<file path="src/verilog/video_pkg.sv">
package video_pkg;

	////////////////////////////////////////////////////////////
	// Raster geometry
	////////////////////////////////////////////////////////////

	// Visible pixels per line
	localparam int h_active = 32;
	// Clocks per line, visible plus blanking
	localparam int h_total = 48;
	// First column of hsync
	localparam int h_sync_start = 36;
	// Hsync width in clocks
	localparam int h_sync_len = 4;

	// Visible lines per frame
	localparam int v_active = 8;
	// Lines per frame
	localparam int v_total = 12;
	// Line with vsync high
	localparam int v_sync_line = 10;

	// Counter position to RGB pins
	localparam int clut_delay = 3;

	// Line buffer address bits
	localparam int h_addr_w = $clog2(h_active);

	////////////////////////////////////////////////////////////
	// Pixel path types
	////////////////////////////////////////////////////////////

	typedef logic [7:0] pixel_index_t;
	typedef logic [3:0] colour_t;
	// Bank bit on top of the index
	typedef logic [8:0] clut_addr_t;
	typedef logic [5:0] hcount_t;
	typedef logic [3:0] vcount_t;

endpackage
</file>
<file path="src/verilog/clut_stage.sv">
`timescale 1ns/1ps

module clut_stage (
	input  logic                    clk_6md,
	input  logic                    reset,
	input  video_pkg::pixel_index_t index,
	input  logic                    bank,
	input  logic                    visible,
	input  logic                    hsync_raw,
	input  logic                    vsync_raw,
	output video_pkg::clut_addr_t   clut_addr,
	input  logic [7:0]              rg_data,
	input  video_pkg::colour_t      b_data,
	output logic                    hsync,
	output logic                    vsync,
	output logic                    blank,
	output video_pkg::colour_t      red,
	output video_pkg::colour_t      green,
	output video_pkg::colour_t      blue
);

	// Timing side band, oldest stage on top
	logic [video_pkg::clut_delay-1:0] hs_pipe;
	logic [video_pkg::clut_delay-1:0] vs_pipe;
	logic [video_pkg::clut_delay-1:0] vis_pipe;

	////////////////////////////////////////////////////////////
	// Index latch
	////////////////////////////////////////////////////////////

	// Bank bit above the 8-bit index
	always_ff @(posedge clk_6md) begin
		if (reset) begin
			clut_addr <= '0;
		end else begin
			clut_addr <= {bank, index};
		end
	end

	////////////////////////////////////////////////////////////
	// Colour output registers
	////////////////////////////////////////////////////////////

	// Stage 1 of the pipe lines up with the latched index
	always_ff @(posedge clk_6md) begin
		if (reset || !vis_pipe[video_pkg::clut_delay-2]) begin
			red   <= '0;
			green <= '0;
			blue  <= '0;
		end else begin
			// Red low, green high
			red   <= rg_data[3:0];
			green <= rg_data[7:4];
			blue  <= b_data;
		end
	end

	// Sync and blank delay
	always_ff @(posedge clk_6md) begin
		if (reset) begin
			hs_pipe  <= '0;
			vs_pipe  <= '0;
			vis_pipe <= '0;
		end else begin
			hs_pipe  <= {hs_pipe[video_pkg::clut_delay-2:0], hsync_raw};
			vs_pipe  <= {vs_pipe[video_pkg::clut_delay-2:0], vsync_raw};
			vis_pipe <= {vis_pipe[video_pkg::clut_delay-2:0], visible};
		end
	end

	assign hsync = hs_pipe[video_pkg::clut_delay-1];
	assign vsync = vs_pipe[video_pkg::clut_delay-1];
	assign blank = ~vis_pipe[video_pkg::clut_delay-1];

endmodule

</file>
<file path="config.mk">
export PLATFORM = sky130hd
export DESIGN_NAME = clut_stage
export DESIGN_NICKNAME = d
export VERILOG_FILES = /design/src/verilog/video_pkg.sv /design/src/verilog/clut_stage.sv
export SDC_FILE = /design/constraint.sdc
export NUM_CORES = 1
export LEC_CHECK = 0
export BUFFER_PORTS_ARGS = -buffer_cell sky130_fd_sc_hd__clkbuf_2
export CAP_MARGIN = 20
export CORE_AREA = 2 2 53 55
export DETAILED_ROUTE_END_ITERATION = 8
export DIE_AREA = 0 0 55 57
export PLACE_DENSITY = 0.61
export SYNTH_ARGS = -nofsm -noshare
export SYNTH_HDL_FRONTEND = slang
export SYNTH_SLANG_ARGS = --single-unit
export TNS_END_PERCENT = 100
</file>
<file path="constraint.sdc">
create_clock -name clk_6md -period 2.3 [get_ports clk_6md]
set_clock_uncertainty 0.2 [all_clocks]
set_input_delay 0.46 -clock clk_6md [delete_from_list [all_inputs] [get_ports clk_6md]]
set_output_delay 0.46 -clock clk_6md [all_outputs]
set_load 0.01 [all_outputs]
</file>
==> results.json <==
{
  "grt_pass1_vias": 565,
  "firstDrtPassIters": 2,
  "post_cts_resized": 0,
  "die_h_um": 57,
  "worstMarginPinSlew_ps": 477,
  "slew_violations": 0,
  "vias": 618,
  "fillers": 265,
  "fp.dieW_um": 55,
  "p_seq_share_pct": 59.7,
  "hold_buffers": 0,
  "switching_power_uw": 189,
  "dieArea_um2": 3140,
  "htreeDepth": 2,
  "cp.arrival_ps": 780,
  "peakVddDrop_mv": 0.453,
  "synth_cells": 65,
  "cts_tree": "built",
  "finalSetupViolations": 0,
  "cp-end-kind": "output pin",
  "root_buffer": "clkbuf_4",
  "fmax_mhz": 693,
  "final.period_utilization_pct": 62.7,
  "crit_chain": "inv_1, clkbuf_2",
  "relSlewSlack_pct": 68.2,
  "critPathMaxStageDelay_ps": 330,
  "critical_path_class": "register to output pin",
  "core_area_um2": 2620,
  "ys_warn_count": 0,
  "design_area_um2": 1170,
  "cts_post_setup_buffers_inserted": 0,
  "ys_seq_area_share_pct": 71.3,
  "grt_max_degree": 31,
  "path_clk_slew_ps": 90,
  "critical_path.top_delay_family": "flip-flops",
  "io_pins": 50,
  "grt_first_pass_wirelength_um": 2270,
  "crit_slowest_cell": "dfxtp_1",
  "p_sw_share_pct": 20.8,
  "yosysTopAreaCell": "dfxtp_1",
  "num_antenna_cells": 0,
  "synth_top_area_share_pct": 71.3,
  "setup_ws_ps": 857,
  "numCtsBuffers": 5,
  "overflow": 0,
  "internal_power_uw": 719,
  "dpl_cell_area_um2": 1110,
  "start_util_pct": 32.2,
  "placementRows": 19,
  "drv_cap": 0,
  "period_needed_ps": 1440,
  "routed_via_density": 4.15,
  "cp.buffers_inverters": 2,
  "startpoint_type": "register",
  "insertion_delay_ps": 310,
  "grt_use_total_pct": 10.7,
  "instances_no_fill": 149,
  "final_antenna_net_count": 0,
  "final-hold-violation-count": 0,
  "drc": 0,
  "antenna_found_initial": 0,
  "clkSinkCount": 30,
  "syn_nets": 91,
  "tns_ps": 0,
  "port_buffers": 49,
  "synth.cell_area_um2": 842,
  "areaGrowthSynthToFinish_pct": 38.5,
  "crit_fanout": 1,
  "drt_iter0_markers": 5,
  "p_clk_share_pct": 33.7,
  "clockBufferDepth": 2,
  "nets": 143,
  "status": "completed",
  "synthTopCellsByArea": "dfxtp_1 71%, nor2b_1 13%, and3b_1 12%",
  "synth_seq_cells": 30,
  "powerDensity_nw_per_um2": 779,
  "avgSynthCellArea_um2": 13.0,
  "yosysUniqueCellTypes": 5,
  "pre_cts_slack_ps": 862,
  "drive_gt1_share_pct": 47.5,
  "wl_um": 1470,
  "rsz0062_at_grt": "false",
  "min_path_type": "primary input to register",
  "place_congestion": 0.646,
  "combPwrFrac_pct": 6.5,
  "p_leak_nw": 0.623,
  "placedCellCount": 141,
  "worstPathRequired_ps": 1640,
  "routedWlPerCell_um": 9.88
}
-- synth_stat cells --
cell,number
and3b_1,12
buf_2,4
nor2b_1,18
dfxtp_1,30
inv_1,1
-- kinds of logic (layout without fill, tap and decap cells) --
logic type	count (synthesis)	after routing	share of synthesized area [%]
flops	30	30	71.3
simple gates	30	30	25.9
buf+inv	5	58	2.82
-- metal layers --
layer / GRT usage [%] / up-vias / share of wire, %
met1: 10.9 / 272 / 38
li1: - / 309 / -
met5: 0 / - / 0
met2: 15.8 / 33 / 47
met4: 8.36 / 0 / 2.2
met3: 5.76 / 4 / 12
-- flip-flops by register name, summed over array words and instances, names as in the netlist --
name	cells
blue	4
clut_addr	9
green	4
hs_pipe	3
red	4
vis_pipe	3
vs_pipe	3
-- layout by cell type (no fill, tap or decap) --
cell      instances
clkbuf_4          5
and3b_1          12
dfxtp_1          30
clkbuf_2         49
clkbuf_1          1
nor2b_1          18
inv_1             1
clkbuf_8          1
clkinv_2          1
-- power by group through the flow --
stage / Combinational [mW] / Clock, mW / Sequential (mW)
2_1_floorplan: 0.0214 / 0 / 0.560
3_3_place_gp: 0.0598 / 0 / 0.555
3_5_place_dp: 0.0610 / 0 / 0.555
4_1_cts: 0.0613 / 0.324 / 0.543
5_1_grt: 0.0669 / 0.347 / 0.545
6_report: 0.0594 / 0.306 / 0.543
-- path summary, 6_finish.rpt --
path,startpoint,to,slack (ps),depth (start not counted)
min reg2reg,vs_pipe[1],vs_pipe[2],240,1
max,vis_pipe[2],blank,860,2
min,index[5],clut_addr[5],150,2
max reg2reg,vis_pipe[1],green[2],1330,1
-- through the flow --
| step | power (mW) | hold WS, ps | utilization (%) |
|---|---|---|---|
| 4_1_cts | 0.928 | 137 | 44.6 |
| 3_5_place_dp | 0.616 | 222 | 42.3 |
| 6_report | 0.908 | 154 | 44.6 |
| 3_3_place_gp | 0.614 | 217 | 42.3 |
| 2_1_floorplan | 0.582 | 214 | - |
| 5_1_grt | 0.959 | 128 | 44.6 |
-- area by class of cell --
type / count / area [um^2] / share of cell area (%)
clock buffer: 7 / 55.1 / 4.72
clock inverter: 1 / 5.00 / 0.429
inverter: 1 / 3.75 / 0.322
multi-input combinational: 30 / 218 / 18.7
sequential: 30 / 601 / 51.5
tap: 31 / 38.8 / 3.33
timing repair buffer: 49 / 245 / 21.0
Power figures use the tool's default switching activity.
