[src/verilog/video_pkg.sv]
package video_pkg;

	////////////////////////////////////////////////////////////
	// Raster geometry
	////////////////////////////////////////////////////////////

	// Visible pixels per line
	localparam int h_active = 32;
	// Clocks per line, visible plus blanking
	localparam int h_total = 48;
	// First column of hsync
	localparam int h_sync_start = 36;
	// Hsync width in clocks
	localparam int h_sync_len = 4;

	// Visible lines per frame
	localparam int v_active = 8;
	// Lines per frame
	localparam int v_total = 12;
	// Line with vsync high
	localparam int v_sync_line = 10;

	// Counter position to RGB pins
	localparam int clut_delay = 3;

	// Line buffer address bits
	localparam int h_addr_w = $clog2(h_active);

	////////////////////////////////////////////////////////////
	// Pixel path types
	////////////////////////////////////////////////////////////

	typedef logic [7:0] pixel_index_t;
	typedef logic [3:0] colour_t;
	// Bank bit on top of the index
	typedef logic [8:0] clut_addr_t;
	typedef logic [5:0] hcount_t;
	typedef logic [3:0] vcount_t;

endpackage
[src/verilog/video_timing.sv]
`timescale 1ns/1ps

module video_timing (
	input  logic               clk_6md,
	input  logic               reset,
	output video_pkg::hcount_t hcount,
	output video_pkg::vcount_t vcount,
	output logic               visible,
	output logic               hsync_raw,
	output logic               vsync_raw
);

	// Last column and last line of the raster
	logic line_end;
	logic frame_end;

	assign line_end  = (hcount == video_pkg::hcount_t'(video_pkg::h_total - 1));
	assign frame_end = (vcount == video_pkg::vcount_t'(video_pkg::v_total - 1));

	////////////////////////////////////////////////////////////
	// Free running raster counters
	////////////////////////////////////////////////////////////

	always_ff @(posedge clk_6md) begin
		if (reset) begin
			hcount <= '0;
			vcount <= '0;
		end else if (line_end) begin
			// Wrap column, step line
			hcount <= '0;
			if (frame_end) begin
				vcount <= '0;
			end else begin
				vcount <= vcount + 1'b1;
			end
		end else begin
			hcount <= hcount + 1'b1;
		end
	end

	////////////////////////////////////////////////////////////
	// Window decode
	////////////////////////////////////////////////////////////

	// Active picture area
	assign visible = (hcount < video_pkg::hcount_t'(video_pkg::h_active)) &&
		(vcount < video_pkg::vcount_t'(video_pkg::v_active));

	// Hsync window inside horizontal blank
	assign hsync_raw = (hcount >= video_pkg::hcount_t'(video_pkg::h_sync_start)) &&
		(hcount < video_pkg::hcount_t'(video_pkg::h_sync_start + video_pkg::h_sync_len));

	// One whole line of vsync
	assign vsync_raw = (vcount == video_pkg::vcount_t'(video_pkg::v_sync_line));

	// Column counter wraps before the line length
	assert property (@(posedge clk_6md)
		hcount < video_pkg::hcount_t'(video_pkg::h_total))
		else $error("hcount reached h_total");

endmodule

[config.mk]
export PLATFORM = sky130hd
export DESIGN_NAME = video_timing
export DESIGN_NICKNAME = d
export VERILOG_FILES = /design/src/verilog/video_pkg.sv /design/src/verilog/video_timing.sv
export SDC_FILE = /design/constraint.sdc
export NUM_CORES = 1
export LEC_CHECK = 0
export BUFFER_PORTS_ARGS = -buffer_cell sky130_fd_sc_hd__buf_2
export CORE_AREA = 5 5 42 44
export CTS_BUF_LIST = sky130_fd_sc_hd__clkbuf_8
export CTS_CLUSTER_SIZE = 16
export DETAILED_ROUTE_END_ITERATION = 12
export DIE_AREA = 0 0 47 49
export SKIP_CTS_REPAIR_TIMING = 1
export SYNTH_ARGS = -nofsm -noshare
export SYNTH_HDL_FRONTEND = slang
export SYNTH_SLANG_ARGS = --single-unit
[constraint.sdc]
create_clock -name clk_6md -period 2.8 [get_ports clk_6md]
set_input_delay 0.28 -clock clk_6md [delete_from_list [all_inputs] [get_ports clk_6md]]
set_output_delay 0.28 -clock clk_6md [all_outputs]
set_load 0.01 [all_outputs]
==> out/qor.txt <==
RUN STATUS
-------------------------------------------------------------------------------
Run status                                                         finished clean

GLOBAL ROUTING
-------------------------------------------------------------------------------
Antenna violations before repair                                              0
Wire length of the first global-routing pass                            1980 um
Congestion Overflow GR                                                        0
Pin count of the biggest net entering global routing                         11
Total GRT Usage                                                          11.66%
Via count of the first global-routing pass                                  449

TIMING
-------------------------------------------------------------------------------
Worst hold slack                                                       361.5 ps
Hold Vio Cnt, Final                                                           0
Final-layout setup total negative slack                                    0 ps
Worst-case headroom to the max-slew limit                                70.37%
Worst-case clock skew                                                  3.638 ps
Setup repair after global routing missed its margin                       false
Shortest period the worst path allows                                   1484 ps
Final period util                                                        53.00%
Slew of the pin with the lowest slew margin                            442.8 ps
Final critical-path setup slack                                         1316 ps
Total of endpoints with negative setup slack in the final report              0
Highest attainable clock frequency                                    673.8 MHz
Fin. max-slew vios                                                            0

PLACE
-------------------------------------------------------------------------------
Gp weighted congestion                                                   0.7637
Worst setup slack before clock tree synthesis                           1354 ps
Number of I/O port buffers                                                   14
Cells after DPL                                                              88
Post-Place Cell Area                                                 596.8 um^2
HPWL after detailed placement                                          847.2 um

FINAL LAYOUT
-------------------------------------------------------------------------------
Final instance area                                                  638.1 um^2
Total number of nets in the final design                                     83
Number of antenna repair diodes                                               0
Combined area of the multi-input logic cells                         291.5 um^2
Final-layout fill cell count                                                152
Core Util, Final                                                         45.54%
Area taken by flip-flops and latches                                 200.2 um^2
Share of cells above drive strength 1                                    25.33%
Filler-free cell count of the finished design                                91
Layout overhead on the synthesized area                                  24.09%

SYNTH
-------------------------------------------------------------------------------
Cell type contributing the most total cell area after synthesis    sky130_fd_sc_hd__dfxtp_1
Combined area of all synthesized cells                               514.2 um^2
Synth cell types                                                             24
Yosys warning total                                                           0
Syn nets                                                                     65
Share of synthesized area occupied by flip-flops and latches             38.93%
Xor/xnor share of the synthesized area                                   5.109%
Complex-gate fraction of the synthesized area                            11.92%
Area share of the leading cell type in the synthesized netlist           38.93%
Count of flip-flops with a built-in enable after synthesis                    0
Multiplexer share of the synthesized area                                    0%
Largest family of logic cells by synthesized area                  simple AND/OR/NAND/NOR gates
Cell types occupying the most area after synthesis                 sky130_fd_sc_hd__dfxtp_1, sky130_fd_sc_hd__ha_1, sky130_fd_sc_hd__nor2_1
Most frequently used cell type in the post-synthesis netlist       sky130_fd_sc_hd__dfxtp_1
Adder-cell share of the synthesized area                                 9.732%
Dominant register cell in the synthesized netlist                  sky130_fd_sc_hd__dfxtp_1
Average footprint of a synthesized cell                              8.716 um^2
Most frequent cells after synthesis                                sky130_fd_sc_hd__dfxtp_1, sky130_fd_sc_hd__nor2_1, sky130_fd_sc_hd__ha_1, sky130_fd_sc_hd__inv_1
Fraction of registers with async set or reset after synthesis                0%
Mapped Cells                                                                 59
Area share of and/or/nand/nor cells after synthesis                      29.93%
Seq cells post-synth                                                         10

CRITICAL PATH
-------------------------------------------------------------------------------
Maximum fanout along the worst path                                           6
Category of the worst setup path launch point                         flip-flop
Type of the worst setup path                                         reg -> out
CP Capture Type                                                      output pin
CP max-delay cell                                                  sky130_fd_sc_hd__dfxtp_1
Worst endpoint required time                                            2520 ps
Worst Path Arrival                                                      1200 ps
Cell-by-cell trace of the critical path                            inv_1 > ha_1 > and3b_1 > buf_2
Longest individual stage delay on the worst path                         400 ps

POWER
-------------------------------------------------------------------------------
IR Drop Worst-Case VDD                                                0.2204 mV
PnR Total Power                                                        315.7 uW
Leakage dissipation                                                   0.2634 nW
Total power density per cell area                                  494.7 nW/um^2

CLOCK TREE
-------------------------------------------------------------------------------
Clock buffers created by TritonCTS                                            3
Number of levels the H-tree was split into                                    1
Clock latency reported for the late side of the worst-skew pair          230 ps
Clock Path Buffers                                                            2
CTS tree                                                                  built
Clock-pin slew on the worst setup and hold paths                          50 ps
Clock Sink Count                                                             10
Root Driver                                                        sky130_fd_sc_hd__clkbuf_8

ROUTE
-------------------------------------------------------------------------------
Number of nets with antenna violations after routing                          0
Total number of vias                                                        454
Routed len/inst                                                        12.85 um
Drt total wl                                                            1169 um
DRT Pass-1 Iters                                                              2
Average via count per standard cell                                       4.989
DRC Markers                                                                   0
Number of DRC markers after the initial detailed-route iteration              2

FLOORPLAN
-------------------------------------------------------------------------------
Vertical die dimension                                                    49 um
Die outline area                                                      2303 um^2
Initial core utilization                                                 36.70%
Die width                                                                 47 um
I/O pins                                                                     15
Core area                                                             1401 um^2
Floorplan row count                                                          14

HOLD PATH
-------------------------------------------------------------------------------
Worst min-delay path class                                            in -> reg

RUN
-------------------------------------------------------------------------------
Reported max-cap violation count                                              0

[layer usage]
metal / wire [um] / track usage (%) / vias to the layer above
li1: - / - / 241
met1: 610 / 16.67 / 200
met2: 482 / 15.61 / 11
met3: 68 / 3.321 / 2
met4: 8 / 5.530 / 0
met5: 0 / 0 / -
[critical path: cells and delay by family, from the launching register on]
family,cells,cell delay (ps)
buf+inv,2,210
simple gates,1,170
flops,1,400
fa+ha+maj,1,190
[state kept, by name (all words and copies together) (netlist names)]
| register | cells |
|---|---|
| vcount | 4 |
| hcount | 6 |
[cell usage in the layout, fill, tap and decap left out, types with 3 or more instances in the layout]
master / instances
sky130_fd_sc_hd__dfxtp_1: 10
sky130_fd_sc_hd__nor2_1: 6
sky130_fd_sc_hd__nand2_1: 3
sky130_fd_sc_hd__clkbuf_8: 3
sky130_fd_sc_hd__nor3_1: 3
sky130_fd_sc_hd__a21oi_1: 3
sky130_fd_sc_hd__ha_1: 4
sky130_fd_sc_hd__nand3_1: 3
sky130_fd_sc_hd__buf_2: 14
sky130_fd_sc_hd__inv_1: 4
[power breakdown]
part           total (mW)  switching [mW]  internal (mW)
clock network       0.149          0.0550         0.0941
registers           0.151         0.00457          0.146
logic              0.0157         0.00872        0.00695
total               0.316          0.0683          0.247
[worst paths after layout]
check,from,to,slack [ps],cells after the start
setup reg to reg,hcount[0],vcount[3],1340,4
hold reg to reg,hcount[0],hcount[0],510,1
hold / removal,reset,vcount[0],360,2
setup / recovery,vcount[0],vsync_raw,1320,4
[kinds of logic after synthesis]
| kind of cell | Yosys count |
|---|---|
| buf+inv | 5 |
| simple gates | 27 |
| fa+ha+maj | 4 |
| compound gates | 10 |
| flops | 10 |
| xor+xnor | 3 |
[cell type report]
type / instances / area share, %
repair buffers: 14 / 10.98
well taps: 16 / 3.137
clock buffers: 3 / 6.471
flip-flops and latches: 10 / 31.37
multi-input cells: 44 / 45.69
inverters: 4 / 2.353
Note: power is estimated with default switching activity, not from simulation.
