`src/verilog/video_pkg.sv`:
```
package video_pkg;

	////////////////////////////////////////////////////////////
	// Raster geometry
	////////////////////////////////////////////////////////////

	// Visible pixels per line
	localparam int h_active = 32;
	// Clocks per line, visible plus blanking
	localparam int h_total = 48;
	// First column of hsync
	localparam int h_sync_start = 36;
	// Hsync width in clocks
	localparam int h_sync_len = 4;

	// Visible lines per frame
	localparam int v_active = 8;
	// Lines per frame
	localparam int v_total = 12;
	// Line with vsync high
	localparam int v_sync_line = 10;

	// Counter position to RGB pins
	localparam int clut_delay = 3;

	// Line buffer address bits
	localparam int h_addr_w = $clog2(h_active);

	////////////////////////////////////////////////////////////
	// Pixel path types
	////////////////////////////////////////////////////////////

	typedef logic [7:0] pixel_index_t;
	typedef logic [3:0] colour_t;
	// Bank bit on top of the index
	typedef logic [8:0] clut_addr_t;
	typedef logic [5:0] hcount_t;
	typedef logic [3:0] vcount_t;

endpackage
```
`src/verilog/line_renderer.sv`:
```
`timescale 1ns/1ps

module line_renderer (
	input  logic                    clk_6md,
	input  logic                    reset,
	input  video_pkg::hcount_t      hcount,
	input  video_pkg::vcount_t      vcount,
	input  logic                    scroll_we,
	input  video_pkg::pixel_index_t scroll_data,
	output logic                    wr_en,
	output video_pkg::hcount_t      wr_addr,
	output video_pkg::pixel_index_t wr_index
);

	// Line being drawn, one ahead of the scan
	video_pkg::vcount_t      next_line;
	logic                    line_zero_start;
	logic                    draw;
	video_pkg::pixel_index_t scroll_pending;
	video_pkg::pixel_index_t scroll_active;
	video_pkg::pixel_index_t scroll_now;
	video_pkg::pixel_index_t gradient;

	assign next_line = (vcount == video_pkg::vcount_t'(video_pkg::v_total - 1)) ?
		'0 : vcount + 1'b1;

	// First pixel of line 0 of a new frame
	assign line_zero_start = (hcount == '0) && (next_line == '0);

	// Only visible columns of visible lines
	assign draw = (hcount < video_pkg::hcount_t'(video_pkg::h_active)) &&
		(next_line < video_pkg::vcount_t'(video_pkg::v_active));

	// New scroll already applies to the first pixel of line 0
	assign scroll_now = line_zero_start ? scroll_pending : scroll_active;

	////////////////////////////////////////////////////////////
	// Gradient stand-in for the tile layers
	////////////////////////////////////////////////////////////

	// 16 x line + column + scroll, wraps at 256
	assign gradient = {next_line, 4'b0000} +
		video_pkg::pixel_index_t'(hcount) + scroll_now;

	always_ff @(posedge clk_6md) begin
		if (reset) begin
			scroll_pending <= '0;
			scroll_active  <= '0;
			wr_en          <= 1'b0;
		end else begin
			if (scroll_we) begin
				scroll_pending <= scroll_data;
			end
			// Hand over once per frame
			if (line_zero_start) begin
				scroll_active <= scroll_pending;
			end
			wr_en <= draw;
		end
	end

	// Write data, one clock behind the counters
	always_ff @(posedge clk_6md) begin
		wr_addr  <= hcount;
		wr_index <= gradient;
	end

	// Last write lands as the scan steps past the visible columns
	assert property (@(posedge clk_6md) disable iff (reset)
		wr_en |-> (hcount <= video_pkg::hcount_t'(video_pkg::h_active)))
		else $error("renderer write outside the visible columns");

endmodule

```
`config.mk`:
```
export PLATFORM = sky130hd
export DESIGN_NAME = line_renderer
export DESIGN_NICKNAME = d
export VERILOG_FILES = /design/src/verilog/video_pkg.sv /design/src/verilog/line_renderer.sv
export SDC_FILE = /design/constraint.sdc
export NUM_CORES = 1
export LEC_CHECK = 0
export BUFFER_PORTS_ARGS = -buffer_cell sky130_fd_sc_hd__clkbuf_2
export CORE_MARGIN = 1.5
export CORE_UTILIZATION = 40
export CTS_BUF_LIST = sky130_fd_sc_hd__clkbuf_4 sky130_fd_sc_hd__clkbuf_8 sky130_fd_sc_hd__clkbuf_16
export DETAILED_ROUTE_END_ITERATION = 10
export PLACE_DENSITY = 0.61
export SLEW_MARGIN = 20
export SYNTH_ARGS = -nofsm -noshare
export SYNTH_HDL_FRONTEND = slang
export SYNTH_SLANG_ARGS = --single-unit
```
`constraint.sdc`:
```
create_clock -name clk_6md -period 3.8 [get_ports clk_6md]
set_clock_uncertainty 0.1 [all_clocks]
set_input_delay 0.76 -clock clk_6md [delete_from_list [all_inputs] [get_ports clk_6md]]
set_output_delay 0.76 -clock clk_6md [all_outputs]
set_load 0.01 [all_outputs]
```
==> insert_results.sql <==
INSERT INTO impl_metrics (metric_group, metric, value, unit) VALUES
('run_status', 'status', 'finished, final reports clean', ''),
('finish', 'antennaDiodeCount', '0', ''),
('power_and_ir_drop', 'powerDensity', '375', 'nW/µm²'),
('floorplan', 'floorplan.die.width', '62.5', 'µm'),
('clock_tree', 'clk-insertion-delay-late', '0.32', 'ns'),
('sta', 'achievable-frequency', '0.282', 'GHz'),
('clock_tree', 'cts-resized-gates', '0', ''),
('floorplan', 'initial_core_util', '42.2', '%'),
('finish', 'area_growth_syn_to_layout', '26.1', '%'),
('floorplan', 'placementRows', '21', ''),
('critical_path', 'worst-endpoint-arrival', '3.67', 'ns'),
('sta', 'finalHoldViolations', '0', ''),
('route', 'drt-vias-per-instance', '4.68', ''),
('synthesis', 'syn_avg_cell_area', '11.1', 'µm²'),
('clock_tree', 'cts.path.max_buffers', '2', ''),
('grt', 'via_count_of_the_first_global_routing_pass', '1051', ''),
('route', 'detail_route.iter0.violations', '28', ''),
('critical_path', 'worst-setup-path-type', 'in -> reg', ''),
('critical_path', 'crit_path_max_fanout', '3', ''),
('synthesis', 'synthesis.nets', '165', ''),
('route', 'vias', '1049', ''),
('synthesis', 'synth.cell_area', '1420', 'µm²'),
('route', 'postRouteAntennaNets', '0', ''),
('sta', 'final-max-slew-violation-count', '0', ''),
('synthesis', 'syn-instance-count', '128', ''),
('placed_design', 'gp_congestion', '0.796', ''),
('clock_tree', 'post_cts.repair.setup_buffers', '0', ''),
('critical_path', 'startpoint_type', 'input port', ''),
('sta', 'pin_slew_with_the_least_headroom_to_its_limit', '0.292', 'ns'),
('min_path', 'holdCritPathClass', 'reg -> reg', ''),
('route', 'routed_wire_length_per_instance', '11.4', 'µm'),
('finish', 'layout-drive-gt1-share', '35.4', '%'),
('grt', 'overflow', '0', ''),
('placed_design', 'dpl_worst_slack', '-0.123', 'ns'),
('clock_tree', 'htree_num_levels', '2', ''),
('floorplan', 'floorplan.die.height', '62.5', 'µm'),
('floorplan', 'core', '3360', 'µm²'),
('synthesis', 'ys_seq_area_share', '43.8', '%'),
('synthesis', 'yosysWarnings', '0', ''),
('route', 'first_pass_iters', '4', ''),
('sta', 'smallest_hold_slack', '0.396', 'ns'),
('flow_run', 'max_cap_viol_count', '0', ''),
('sta', 'timing.final.setup_violations', '0', ''),
('route', 'totalWireLength', '2560', 'µm'),
('clock_tree', 'cts_inserted_buffers', '5', ''),
('grt', 'grtUsageMet3', '5.05', '%'),
('sta', 'max-slew-margin-rel', '80.0', '%'),
('power_and_ir_drop', 'design_power_total', '0.671', 'mW'),
('clock_tree', 'clk_pin_slew_worst_paths', '0.10', 'ns'),
('clock_tree', 'cts.root.buffer_cell', 'clkbuf_4', ''),
('placed_design', 'placed_cells', '216', ''),
('power_and_ir_drop', 'power.leakage', '0.886', 'nW'),
('synthesis', 'most_area_hungry_cell_type_in_the_yosys_netlist', 'dfxtp_1', ''),
('placed_design', 'hpwl', '2080', 'µm'),
('critical_path', 'endpoint_kind', 'register', ''),
('grt', 'global_route_wire_length_before_repair', '4510', 'µm'),
('route', 'detail_route.drc_violations', '0', ''),
('sta', 'finalCriticalPeriod', '3.55', 'ns'),
('finish', 'final_cells', '224', ''),
('synthesis', 'synthDistinctLibCells', '23', ''),
('grt', 'grt_util_all_layers', '15.1', '%'),
('clock_tree', 'clock_sinks', '31', ''),
('finish', 'finalCoreUtilization', '53.2', '%'),
('finish', 'nNetsFinal', '214', ''),
('grt', 'grt_util_met2', '25.0', '%'),
('power_and_ir_drop', 'worst_ir_drop_vdd', '0.190', 'mV'),
('sta', 'timing.final.crit_share', '93.4', '%'),
('synthesis', 'synth_top_cell_area_share', '43.8', '%'),
('floorplan', 'die_area', '3910', 'µm²'),
('clock_tree', 'tritoncts', 'yes', ''),
('grt', 'busiest_layer_in_global_routing', 'met2', '');
## cell type report
cell class                 instances  area share, %
sequential                        31           34.7
inverter                           9           1.89
clock buffer                       8           4.06
tap                               46           3.22
multi-input combinational         84           41.7
timing repair buffer              46           14.4
## layer usage
metal	wire (µm)	vias up
met4	59	0
met1	1110	483
met5	0	-
li1	-	531
met2	1260	27
met3	133	8
## state kept, by name, indices dropped and copies added (netlist names)
| name | count |
|---|---|
| wr_en | 1 |
| wr_index | 8 |
| wr_addr | 6 |
| scroll_active | 8 |
| scroll_pending | 8 |
## cells in the final DEF, fill, tap and decap left out, drive strengths merged, types with 2 or more instances in the layout
master	count
clkbuf	43
dfxtp	31
ha	13
nor2	12
mux2i	11
buf	11
inv	9
nor2b	8
mux2	6
a21oi	6
nor3	4
xnor2	4
nand2	4
o21bai	3
fa	3
a21o	2
xor2	2
o21ai	2
nor4b	2
## report_power, final
group	total [mW]	switching, mW	leakage (nW)	internal [mW]
registers	0.350	0.00584	0.257	0.344
clock network	0.221	0.105	0.0420	0.116
logic	0.0998	0.0503	0.587	0.0495
## synthesized netlist by cell type, drive strengths merged
cell type,count
mux2i,11
fa,3
nor3,4
dfxtp,31
xnor3,1
nor4b,2
nand2,4
inv,9
xnor2,4
buf,2
nor2,12
a21o,2
o21bai,3
xor2,2
nor2b,8
o21ai,2
clkbuf,2
mux2,6
a21oi,6
o32ai,1
ha,13
## critical path, cell delays in order
cell and delay (ns):
clkbuf_2 0.12, ha_1 0.17, nor4b_4 0.23, nand2_2 0.09, o32ai_4 0.31, buf_4 0.18
mux2_2 0.35, ha_1 0.31, inv_1 0.07, fa_1 0.43, nor2b_1 0.17, nor3_1 0.08
o21bai_1 0.14, a21oi_1 0.09, xnor3_1 0.18
## logic make-up after synthesis
group,after synthesis,synth area share [%]
flip-flops,31,43.8
AO/OA/AOI/OAI,14,7.41
buffers and inverters,13,3.62
multiplexers,17,12.5
adder cells (fa/ha/maj),16,15.7
XOR/XNOR,7,5.30
AND/OR/NAND/NOR,30,11.7
## final timing paths
| check | start | end | cells after the start | slack [ns] |
|---|---|---|---|---|
| setup / recovery | vcount[1] | wr_index[7] | 15 | 0.25 |
| hold / removal | scroll_pending[0] | scroll_pending[0] | 2 | 0.40 |
| setup reg to reg | scroll_pending[1] | wr_index[7] | 10 | 1.45 |
| hold reg to reg | scroll_pending[0] | scroll_pending[0] | 2 | 0.40 |
Note: power is estimated with default switching activity, not from simulation.
