File: config.mk
export PLATFORM = sky130hd
export DESIGN_NAME = line_buffer
export DESIGN_NICKNAME = d
export VERILOG_FILES = /design/src/verilog/video_pkg.sv /design/src/verilog/line_buffer.sv
export SDC_FILE = /design/constraint.sdc
export NUM_CORES = 1
export LEC_CHECK = 0
export BUFFER_PORTS_ARGS = -buffer_cell sky130_fd_sc_hd__buf_2
export CAP_MARGIN = 20
export CORE_ASPECT_RATIO = 1.2
export CORE_MARGIN = 5
export CORE_UTILIZATION = 30
export CTS_CLUSTER_SIZE = 30
export DETAILED_ROUTE_END_ITERATION = 12
export HOLD_SLACK_MARGIN = 0.08
export SYNTH_ARGS = -nofsm -noshare
export SYNTH_HDL_FRONTEND = slang
export SYNTH_SLANG_ARGS = --single-unit
File: constraint.sdc
create_clock -name clk_6md -period 1.5 [get_ports clk_6md]
set_input_delay 0.075 -clock clk_6md [delete_from_list [all_inputs] [get_ports clk_6md]]
set_output_delay 0.075 -clock clk_6md [all_outputs]
set_load 0.03 [all_outputs]
File: src/verilog/video_pkg.sv
package video_pkg;

	////////////////////////////////////////////////////////////
	// Raster geometry
	////////////////////////////////////////////////////////////

	// Visible pixels per line
	localparam int h_active = 32;
	// Clocks per line, visible plus blanking
	localparam int h_total = 48;
	// First column of hsync
	localparam int h_sync_start = 36;
	// Hsync width in clocks
	localparam int h_sync_len = 4;

	// Visible lines per frame
	localparam int v_active = 8;
	// Lines per frame
	localparam int v_total = 12;
	// Line with vsync high
	localparam int v_sync_line = 10;

	// Counter position to RGB pins
	localparam int clut_delay = 3;

	// Line buffer address bits
	localparam int h_addr_w = $clog2(h_active);

	////////////////////////////////////////////////////////////
	// Pixel path types
	////////////////////////////////////////////////////////////

	typedef logic [7:0] pixel_index_t;
	typedef logic [3:0] colour_t;
	// Bank bit on top of the index
	typedef logic [8:0] clut_addr_t;
	typedef logic [5:0] hcount_t;
	typedef logic [3:0] vcount_t;

endpackage
File: src/verilog/line_buffer.sv
`timescale 1ns/1ps

module line_buffer (
	input  logic                    clk_6md,
	input  logic                    reset,
	input  logic                    wr_en,
	input  video_pkg::hcount_t      wr_addr,
	input  video_pkg::pixel_index_t wr_index,
	input  video_pkg::hcount_t      rd_addr,
	input  video_pkg::vcount_t      vcount,
	output video_pkg::pixel_index_t rd_index
);

	// Two halves, swapped every line
	video_pkg::pixel_index_t mem0 [video_pkg::h_active];
	video_pkg::pixel_index_t mem1 [video_pkg::h_active];

	logic rd_half;
	logic wr_in_range;
	logic rd_in_range;

	// Odd lines read half 1
	assign rd_half = vcount[0];

	assign wr_in_range = (wr_addr < video_pkg::hcount_t'(video_pkg::h_active));
	assign rd_in_range = (rd_addr < video_pkg::hcount_t'(video_pkg::h_active));

	////////////////////////////////////////////////////////////
	// Write side, the half not on screen
	////////////////////////////////////////////////////////////

	always_ff @(posedge clk_6md) begin
		if (wr_en && wr_in_range) begin
			if (rd_half) begin
				mem0[wr_addr[video_pkg::h_addr_w-1:0]] <= wr_index;
			end else begin
				mem1[wr_addr[video_pkg::h_addr_w-1:0]] <= wr_index;
			end
		end
	end

	////////////////////////////////////////////////////////////
	// Read side, registered
	////////////////////////////////////////////////////////////

	always_ff @(posedge clk_6md) begin
		if (reset) begin
			rd_index <= '0;
		end else if (!rd_in_range) begin
			// Blanking columns read as index 0
			rd_index <= '0;
		end else if (rd_half) begin
			rd_index <= mem1[rd_addr[video_pkg::h_addr_w-1:0]];
		end else begin
			rd_index <= mem0[rd_addr[video_pkg::h_addr_w-1:0]];
		end
	end

	// A write never lands after the halves swap
	assert property (@(posedge clk_6md) disable iff (reset)
		wr_en |-> (vcount == $past(vcount)))
		else $error("line buffer write into the half being read");

endmodule

==> results.md, run 1 <==
* Result of the run: finished, violations left
* Violations in the final reports: setup timing
* Detailed Route Iter0 Violations at between 800 and 900
* Via/cell ratio at 4.82
* IO Count at 35
* M3 GR Usage at 0.0230
* Layout Area Growth over Synthesis at 21.9%
* Vias in the first global route at 10700
* Placement Cell Area at 22800 um2
* Pre-CTS setup slack at -0.647 ns
* Final hold vios at 0
* Most frequent cells in the layout: sky130_fd_sc_hd__edfxtp_1 (512), sky130_fd_sc_hd__buf_4 (169), sky130_fd_sc_hd__mux4_2 (127)
* Post-route fraction of the period consumed by the critical path at 1.19
* CP arrival at 2.25 ns
* Number of synthesized flops with an enable pin at ~500
* Synthesized Nets at 962
* Fraction of met2 tracks used by global routing at 0.235
* Maximum number of buffers from clock root to sink at 3
* Setup-failing EPs final at 7
* Async S/R FF share, synth at 0
* Commonest non-fill, non-tap cell in the layout: sky130_fd_sc_hd__edfxtp_1
* Worst hold path type: input port to flop
* Yosys warnings at 0
* Proportion of layout cells with a drive suffix above 1 at 0.376
* Clock network latency to the later pin of the worst-skew pair at 0.60 ns
* Library cells used by synthesis at 47
* RSZ-0062 raised after global routing: yes
* Total power density per cell area at 1220 nW/um2
* Number of H-tree branching levels at 2
* Total inserted antenna cells at 0
* Register bit count reported by yosys at 520
* Floorplan core area at 66900 um2
* Required time reported for the critical path endpoint at a little under 2 ns
* Final-layout setup total negative slack at -1.36 ns
* Global Route Usage Sum at 0.138
* Global route total overflow at 0
* Met1 global-route usage at 0.178
* Final estimated routing congestion in global placement at 0.826
* Actual slew at the worst max-slew pin at 0.816 ns
* Effective utilization at floorplan at 0.302
* Final Util at 0.368
* Minimum clock period after layout at roughly 1.8 ns
* Average instance area after synthesis at between 20 and 25 um2
* Post-synthesis cell area at 20200 um2
* Post-synth top flop: sky130_fd_sc_hd__edfxtp_1
* Nature of the critical path startpoint: flop
* Fillcell total at 6130
* Antenna-violating nets left at 0
* Depth of the most critical reg-to-reg path at 4
* Global-route wire length before repair at 73900 um
* Die outline area at 72600 um2
* Gate count after technology mapping at 935
* Number of sinks handled by clock tree synthesis at 520
* Register area share after synthesis at 0.770
* Worst path setup slack after routing at -0.279 ns
* Worst clock skew at between 0.015 and 0.02 ns
* Number of buffers added on ports at 31
* Drt pass-1 iters at 5
* Highest clock frequency the design can meet at 562 MHz
* Kind of critical path: flop to flop
* Number of pins with negative max-slew slack in the final report at 0
* Worst hold margin at 0.0914 ns
* Number of cells traversed by the worst hold path at 1
* Max_cap viols at 0
* Largest fanout on the critical path at 1
* CTS root buffer: sky130_fd_sc_hd__clkbuf_16
* Post-detail-place hpwl at approximately 34000 um
* Via count at around 10000
* Die H at 294 um
* WL/cell at roughly 24 um
* Placement Rows at between 100 and 150
* Clock-pin slew on the worst setup and hold paths at 0.06 ns
* Most Used Layer, Global Route: met2
* Floorplan die width at 247 um
* Design area at 24600 um2
* Maximum number of pins on one net before global-route repair at 65
* Total length of routed wires at ~50000 um
* Antenna violations before repair at 0
* CTS tree: built
* Relative max-transition margin at 0.456
* Static leakage at 8.00 nW
* CTS Buf Count at 50
* Endpoint type of the worst setup path: flop
* Number of design rule violations left after detail routing at 0
* Number of nets in the layout at 1193
* Maximum vdd ir drop at ~1100 uV
-- metrics by stage --
step	total power, W	cells
6_report	0.0300	2104
5_1_grt	0.0309	2104
4_1_cts	0.0302	2100
3_5_place_dp	0.0181	2008
3_3_place_gp	0.0180	2008
2_1_floorplan	0.0172	935
-- metal layers --
| layer | vias to the layer above | part of all wire |
|---|---|---|
| li1 | 4360 | - |
| met1 | 5376 | 0.40 |
| met2 | 327 | 0.51 |
| met3 | 76 | 0.052 |
| met4 | 0 | 0.030 |
| met5 | - | 0 |
-- registers in the layout (all words and copies together), names as in the netlist --
| register | flops |
|---|---|
| mem0 | 256 |
| mem1 | 256 |
| rd_index | 8 |
-- kinds of logic after synthesis --
logic type | after synthesis | share of synthesized area
DFF | 520 | 0.770
buffers and inverters | 50 | 0.0171
muxes | 151 | 0.159
and+or+nand+nor | 161 | 0.0362
AOI/OAI and AO/OA | 53 | 0.0184
-- cell type report --
type,count,area [um2],share of cell area
Clock buffer,60,1310,0.0532
Clock inverter,29,248,0.0101
Inverter,2,7.51,0.000305
Multi-Input combinational cell,365,4460,0.181
Sequential cell,520,15500,0.631
Tap cell,901,1130,0.0458
Timing Repair Buffer,227,1920,0.0779
-- worst paths after layout --
| kind | start | endpoint | slack [ns] |
|---|---|---|---|
| setup / recovery | mem0[24][7]$_DFFE_PP_ | rd_index[7]$_SDFF_PP0_ | -0.28 |
| hold / removal | wr_index[3] | mem1[29][3]$_DFFE_PP_ | 0.09 |
| setup reg to reg | mem0[24][7]$_DFFE_PP_ | rd_index[7]$_SDFF_PP0_ | -0.28 |
| hold reg to reg | mem0[12][7]$_DFFE_PP_ | rd_index[7]$_SDFF_PP0_ | 0.87 |
-- where the power goes --
part / switching, W / internal, W
logic: 0.00100 / 0.000755
clock network: 0.00541 / 0.00676
registers: 0.0000281 / 0.0160
-- what timing repair did --
item / 4_1_cts / 5_1_grt
hold endpoints to repair: 15 / 44
endpoints found under the setup margin: 8 / 9
pin swaps: 11 / 3
gates resized for setup: 24 / 11
hold buffers: 4 / 2
buffers inserted: 0 / 0
-- Yosys cell counts (all sizes together), types with 4 or more instances --
library cell	instances	area (um2)
nand2	41	154
mux2i	17	170
dfxtp	8	160
nor2	69	259
and3	5	31.3
buf	35	279
mux4	132	3010
a211oi	10	75.1
nand3	14	70.1
nand2b	4	25.0
o22ai	19	119
a21oi	5	25.0
clkbuf	12	50.1
o41ai	5	43.8
nand3b	4	30.0
nor2b	7	43.8
edfxtp	512	15400
nor3	4	20.0
-- worst max-delay path, stage by stage (launching register included) --
cell	delay (ns)
sky130_fd_sc_hd__edfxtp_1	0.37
sky130_fd_sc_hd__mux4_2	0.50
sky130_fd_sc_hd__mux4_2	0.54
sky130_fd_sc_hd__nor2b_4	0.16
sky130_fd_sc_hd__o41ai_2	0.08
No activity file was read; power rests on OpenSTA's default activity.
==> inputs of run 2 (changes only) <==
--- a/config.mk
+++ b/config.mk
@@ -14,4 +14,5 @@
 export DETAILED_ROUTE_END_ITERATION = 12
 export HOLD_SLACK_MARGIN = 0.08
+export SLEW_MARGIN = 20
 export SYNTH_ARGS = -nofsm -noshare
 export SYNTH_HDL_FRONTEND = slang
==> constraint.sdc (replaced) <==
create_clock -name clk_6md -period 1.5 [get_ports clk_6md]
set_input_delay 0.3 -clock clk_6md [delete_from_list [all_inputs] [get_ports clk_6md]]
set_output_delay 0.3 -clock clk_6md [all_outputs]
set_load 0.03 [all_outputs]
==> run 2 against run 1 <==
  * The run still ends with setup timing left
  * Utilization is 1.7 points higher
  * Total power is 0.49% higher
  * Global-route usage is 0.34 points lower
  * Largest cell class unchanged
==> results.md, run 2 (synthesis gave the netlist of run 1 again) <==
* Result of the run: finished, violations left (unchanged)
* Violations in the final reports: setup timing (unchanged)
* RSZ-0062 raised after global routing: yes (unchanged)
* Area occupied by multi-input gates at 4960 um2 (was 4460 um2)
* Critical path cell sequence: mux4_2 -> mux2i_1 -> a211oi_1 -> nand3_1 -> o41ai_2 (was mux4_2 -> mux4_2 -> nor2b_4 -> o41ai_2)
* Net switching power of the design at 0.00623 W (was 0.00644 W)
* Fraction of met2 tracks used by global routing at 0.235 (about the same)
* Highest clock frequency the design can meet at 568 MHz (was 562 MHz)
* Setup-failing EPs final at 8 (was 7)
* Drt pass-1 iters at 5 (unchanged)
* Post-route fraction of the period consumed by the critical path at 1.17 (was 1.19)
* Nature of the critical path startpoint: flop (unchanged)
* Post-detail-place hpwl at 33100 um (was 33700 um)
* Delay of the slowest critical-path stage at 0.48 ns (was 0.54 ns)
* CTS tree: built (unchanged)
* Final-layout setup total negative slack at -1.27 ns (was -1.36 ns)
* Placement Rows at 104 (unchanged)
* Sequential share of power at 0.533 (was 0.535)
* Total inserted antenna cells at 0 (unchanged)
* Detailed Route Iter0 Violations at 904 (was 863)
* Actual slew at the worst max-slew pin at 0.725 ns (was 0.816 ns)
* Relative max-transition margin at 0.517 (was 0.456)
* Floorplan die width at 247 um (unchanged)
* Clock-pin slew on the worst setup and hold paths at 0.06 ns (about the same)
* Total length of routed wires at 48700 um (was 49900 um)
* Most Used Layer, Global Route: met2 (unchanged)
* Maximum vdd ir drop at 727 uV (was 1090 uV)
* Commonest non-fill, non-tap cell in the layout: sky130_fd_sc_hd__edfxtp_1 (unchanged)
* Number of buffers added on ports at 31 (unchanged)
* Most frequent cells in the layout: sky130_fd_sc_hd__edfxtp_1 (512), sky130_fd_sc_hd__mux4_2 (132), sky130_fd_sc_hd__buf_4 (110) (was sky130_fd_sc_hd__edfxtp_1 (512), sky130_fd_sc_hd__buf_4 (169), sky130_fd_sc_hd__mux4_2 (127))
* Effective utilization at floorplan at 0.302 (unchanged)
* Layout Area Growth over Synthesis at 27.5% (was 21.9%)
* Fillcell total at 6005 (was 6130)
* Die H at 294 um (unchanged)
* Largest delay share family, worst path: multiplexers (unchanged)
* Switching part of the total at 0.207 (was 0.215)
* Antenna-violating nets left at 0 (unchanged)
* Kind of critical path: flop to flop (unchanged)
* CP arrival at 2.21 ns (was 2.25 ns)
* Vias in the first global route at 10600 (was 10700)
* Worst hold path type: input port to flop (unchanged)
* Number of H-tree branching levels at 2 (unchanged)
* Final hold vios at 0 (unchanged)
* Number of nets in the layout at 1177 (was 1193)
* Max_cap viols at 0 (unchanged)
* Number of buffer and inverter instances along the worst setup path at 0 (unchanged)
* Internal power consumption at 0.0239 W (was 0.0235 W)
* CTS Buf Count at 48 (was 50)
* M3 GR Usage at 0.0200 (was 0.0230)
* Number of sinks handled by clock tree synthesis at 520 (unchanged)
* Maximum number of pins on one net before global-route repair at 65 (unchanged)
* Required time reported for the critical path endpoint at 1.95 ns (was 1.98 ns)
* Total power density per cell area at 1170 nW/um2 (was 1220 nW/um2)
* CTS root buffer: sky130_fd_sc_hd__clkbuf_16 (unchanged)
* Endpoint type of the worst setup path: flop (unchanged)
* IO Count at 35 (unchanged)
* Met1 global-route usage at 0.175 (was 0.178)
* Proportion of layout cells with a drive suffix above 1 at 0.441 (was 0.376)
* Number of pins with negative max-slew slack in the final report at 0 (unchanged)
* Cts hold-fix bufs at 0 (was 4)
* Clock network power share at 0.405 (was 0.406)
* Combinational share of power at 0.062 (was 0.059)
* Worst clock skew at 0.0181 ns (was 0.0164 ns)
* Die outline area at 72600 um2 (unchanged)
* Clock network latency to the later pin of the worst-skew pair at 0.57 ns (was 0.60 ns)
* Final estimated routing congestion in global placement at 0.811 (was 0.826)
* Worst hold margin at 0.236 ns (was 0.0914 ns)
* Number of design rule violations left after detail routing at 0 (unchanged)
* Global-route wire length before repair at 72800 um (was 73900 um)
* Global route total overflow at 0 (unchanged)
* Antenna violations before repair at 0 (unchanged)
* Minimum clock period after layout at 1.76 ns (was 1.78 ns)
* Global Route Usage Sum at 0.135 (was 0.138)
* Static leakage at 8.14 nW (was 8.00 nW)
* Via/cell ratio at 4.83 (was 4.82)
* Largest fanout on the critical path at 1 (unchanged)
* Max stage delay cell, worst path: sky130_fd_sc_hd__mux4_2 (unchanged)
* Floorplan core area at 66900 um2 (unchanged)
* Maximum number of buffers from clock root to sink at 3 (unchanged)
* Flip-flop and latch area at 15500 um2 (about the same)
* WL/cell at 23.4 um (was 23.7 um)
* Worst path setup slack after routing at -0.261 ns (was -0.279 ns)
* Via count at 10100 (about the same)
run 2: cell count changes in the layout (fill, tap and decap cells not counted), sizes merged:
cell,delta
buf,-8
bufinv,+2
clkbuf,+4
clkinv,-8
clkinvlp,-1
dlygate4sd3,-6
run 2: worst paths after layout:
path	start	endpoint	cells after the start	slack (ns)
worst max-delay path	mem1[27][3]$_DFFE_PP_	rd_index[3]$_SDFF_PP0_	5	-0.26
worst min-delay path	wr_index[7]	mem1[20][7]$_DFFE_PP_	2	0.24
worst max register to register	mem1[27][3]$_DFFE_PP_	rd_index[3]$_SDFF_PP0_	5	-0.26
worst min register to register	mem0[1][4]$_DFFE_PP_	rd_index[4]$_SDFF_PP0_	4	0.90
run 2: power by group through the flow:
stage	sequential [W]	combinational [W]	clock (W)
6_report	0.0160	0.00187	0.0122
5_1_grt	0.0160	0.00199	0.0130
4_1_cts	0.0160	0.00188	0.0124
3_5_place_dp	0.0164	0.00182	0
3_3_place_gp	0.0164	0.00180	0
2_1_floorplan	0.0164	0.000887	0
run 2: worst register-to-register path, delay by kind of cell, from the launching register on:
kind	cells	cell delay (ns)
AND/OR/NAND/NOR	1	0.26
multiplexers	2	0.73
AO/OA/AOI/OAI	2	0.30
flip-flops	1	0.36
run 2: routing by layer:
| layer | routed length [um] | share of wire |
|---|---|---|
| met1 | 19900 | 0.41 |
| met3 | 2070 | 0.042 |
| met2 | 25400 | 0.52 |
| met5 | 0 | 0 |
| met4 | 1390 | 0.029 |
run 2: timing repair:
| action | in CTS | in global routing |
|---|---|---|
| pin swaps | 10 | 5 |
| resized for setup | 42 | 10 |
| setup buffers | 0 | 0 |
| setup endpoints to repair | 14 | 9 |
run 2: metrics by stage:
stage	utilization	worst slack, ns	instances	instance area (um2)	total power [W]
CTS	0.384	-0.258	2088	25700	0.0304
detailed placement	0.359	-0.753	2002	24000	0.0182
floorplan	-	-0.381	935	20800	0.0173
global route	0.385	-0.302	2087	25700	0.0311
finish	0.385	-0.261	2087	25700	0.0301
global placement	0.359	-0.694	2002	24000	0.0182
run 2: layout make-up:
class,count,area share
multi-input cells,365,0.193
flip-flops and latches,520,0.604
clock buffers,64,0.0514
well taps,901,0.0438
inverters,2,0.000292
repair buffers,213,0.0987
clock inverters,22,0.00933
==> inputs of run 3 (changes only) <==
- MAX_ROUTING_LAYER: default -> met4
- SETUP_SLACK_MARGIN: default -> 0.4
==> run 3 against run 2 <==
  * The flow still finishes with violations (setup timing)
  * Worst hold slack got worse by 0.044 ns
  * First-iteration DRC count down 20%
  * Sequential power about the same
  * Critical path depth unchanged
  * Via count down 0.21%
  * Global-route usage up 0.19 points
  * Cell area grew 1.3%
  * Die area did not move
  * Cell count is 0.77% higher
  * Total power shrank 0.56%
  * Routed wire length is 0.86% lower
==> results.md, run 3 (synthesis gave the netlist of run 1 again) <==
* Number of H-tree branching levels at 2 (unchanged)
* Max_cap viols at 0 (unchanged)
* Net switching power of the design at 0.00629 W (was 0.00623 W)
* Most frequent cells in the layout: sky130_fd_sc_hd__edfxtp_1 (512), sky130_fd_sc_hd__mux4_2 (128), sky130_fd_sc_hd__buf_4 (105) (was sky130_fd_sc_hd__edfxtp_1 (512), sky130_fd_sc_hd__mux4_2 (132), sky130_fd_sc_hd__buf_4 (110))
* IO Count at 35 (unchanged)
* Clock network power share at 0.401 (was 0.405)
* Global Route Usage Sum at 0.136 (was 0.135)
* Sequential share of power at 0.536 (was 0.533)
* Total power density per cell area at 1150 nW/um2 (was 1170 nW/um2)
* Placement Rows at 104 (unchanged)
* Antenna-violating nets left at 0 (unchanged)
* CP arrival at 2.19 ns (was 2.21 ns)
* Number of sinks handled by clock tree synthesis at 520 (unchanged)
* Total instance count after detailed placement at 2010 (was 2002)
* Maximum number of buffers from clock root to sink at 3 (unchanged)
* Final-layout setup total negative slack at -1.08 ns (was -1.27 ns)
* Switching part of the total at 0.210 (was 0.207)
* Floorplan die width at 247 um (unchanged)
* Layout Area Growth over Synthesis at 29.2% (was 27.5%)
* CTS tree: built (unchanged)
* Endpoint type of the worst setup path: flop (unchanged)
* Largest fanout on the critical path at 2 (was 1)
* RSZ-0062 raised after global routing: yes (unchanged)
* Worst hold path type: input port to flop (unchanged)
* Combinational share of power at 0.064 (was 0.062)
* Antenna violations before repair at 0 (unchanged)
* Minimum clock period after layout at 1.73 ns (was 1.76 ns)
* Nature of the critical path startpoint: flop (unchanged)
* Cts hold-fix bufs at 0 (unchanged)
* Drt pass-1 iters at 4 (was 5)
* Effective utilization at floorplan at 0.302 (unchanged)
* Commonest non-fill, non-tap cell in the layout: sky130_fd_sc_hd__edfxtp_1 (unchanged)
* Static leakage at 8.26 nW (was 8.14 nW)
* Required time reported for the critical path endpoint at 1.95 ns (about the same)
* Die outline area at 72600 um2 (unchanged)
* Post-detail-place hpwl at 32400 um (was 33100 um)
* Maximum vdd ir drop at 928 uV (was 727 uV)
* Clock network latency to the later pin of the worst-skew pair at 0.57 ns (about the same)
* Clock-pin slew on the worst setup and hold paths at 0.07 ns (was 0.06 ns)
* Proportion of layout cells with a drive suffix above 1 at 0.454 (was 0.441)
* Die H at 294 um (unchanged)
* Worst path setup slack after routing at -0.233 ns (was -0.261 ns)
* Number of buffers added on ports at 31 (unchanged)
* Total inserted antenna cells at 0 (unchanged)
* Final hold vios at 0 (unchanged)
* Total length of routed wires at 48300 um (was 48700 um)
* CTS root buffer: sky130_fd_sc_hd__clkbuf_16 (unchanged)
* Vias in the first global route at 10400 (was 10600)
* Actual slew at the worst max-slew pin at 0.680 ns (was 0.725 ns)
* Worst clock skew at 0.0207 ns (was 0.0181 ns)
* Result of the run: finished, violations left (unchanged)
* Global-route wire length before repair at 71400 um (was 72800 um)
* Highest clock frequency the design can meet at 577 MHz (was 568 MHz)
* Final Util at 0.390 (was 0.385)
* CTS Buf Count at 47 (was 48)
* Number of design rule violations left after detail routing at 0 (unchanged)
* Final std cells w/o fill at 2103 (was 2087)
* Internal power consumption at 0.0237 W (was 0.0239 W)
* Setup-failing EPs final at 8 (unchanged)
* Via count at 10100 (about the same)
* Kind of critical path: flop to flop (unchanged)
* WL/cell at 23.0 um (was 23.4 um)
* Final estimated routing congestion in global placement at 0.835 (was 0.811)
* Detailed Route Iter0 Violations at 719 (was 904)
* Number of pins with negative max-slew slack in the final report at 0 (unchanged)
* Floorplan core area at 66900 um2 (unchanged)
* Via/cell ratio at 4.78 (was 4.83)
* Relative max-transition margin at 0.546 (was 0.517)
* Maximum number of pins on one net before global-route repair at 65 (unchanged)
* Violations in the final reports: setup timing (unchanged)
* Worst hold margin at 0.192 ns (was 0.236 ns)
* Power after layout at 0.0299 W (was 0.0301 W)
* Post-route fraction of the period consumed by the critical path at 1.16 (was 1.17)
* Global route total overflow at 0 (unchanged)
* Number of nets in the layout at 1191 (was 1177)
==> run 3: area by class of cell <==
class / count / area, um2
fillers: 5985 / 40800
multi-input cells: 365 / 5030
clock inverters: 27 / 264
clock buffers: 60 / 1290
flip-flops and latches: 520 / 15500
inverters: 2 / 7.51
well taps: 901 / 1130
repair buffers: 228 / 2810
==> run 3: worst max-delay path: stages, from the launching register on <==
cell and delay [ns]:
sky130_fd_sc_hd__edfxtp_1 0.38, sky130_fd_sc_hd__mux4_2 0.51, sky130_fd_sc_hd__mux2_4 0.29, sky130_fd_sc_hd__a22oi_2 0.18, sky130_fd_sc_hd__a21oi_1 0.09, sky130_fd_sc_hd__a21o_1 0.16
==> run 3: worst paths after layout <==
path,from,endpoint,slack (ns),cells past startpoint
worst max register to register,mem1[13][1]$_DFFE_PP_,rd_index[1]$_SDFF_PP0_,-0.23,5
worst min register to register,mem1[6][7]$_DFFE_PP_,rd_index[7]$_SDFF_PP0_,0.92,5
worst min-delay path,wr_index[2],mem0[3][2]$_DFFE_PP_,0.19,1
worst max-delay path,mem1[13][1]$_DFFE_PP_,rd_index[1]$_SDFF_PP0_,-0.23,5
==> run 3: power by group through the flow <==
stage / Combinational (W) / Clock (W) / Sequential [W]
2_1_floorplan: 0.000909 / 0 / 0.0164
3_3_place_gp: 0.00183 / 0 / 0.0164
3_5_place_dp: 0.00185 / 0 / 0.0164
4_1_cts: 0.00190 / 0.0123 / 0.0160
5_1_grt: 0.00202 / 0.0128 / 0.0160
6_report: 0.00190 / 0.0120 / 0.0160
==> run 3: routing by layer <==
metal	vias up	track usage	share of wire
li1	4373	-	-
met4	0	0.0426	0.031
met5	-	-	0
met3	77	0.0194	0.044
met1	5355	0.170	0.41
met2	251	0.232	0.52
==> run 3: timing repair <==
item                       in CTS  in global routing
pin swaps                      13                 10
buffers inserted                3                  3
resized for setup              49                 22
setup endpoints to repair      33                117
==> run 3: stage by stage <==
step                      worst slack [ns]  area, um2
after global routing                -0.258      26100
after CTS                           -0.235      25900
after floorplan                     -0.381      20900
final                               -0.233      26100
after detailed placement            -0.772      24200
after global placement              -0.756      24200
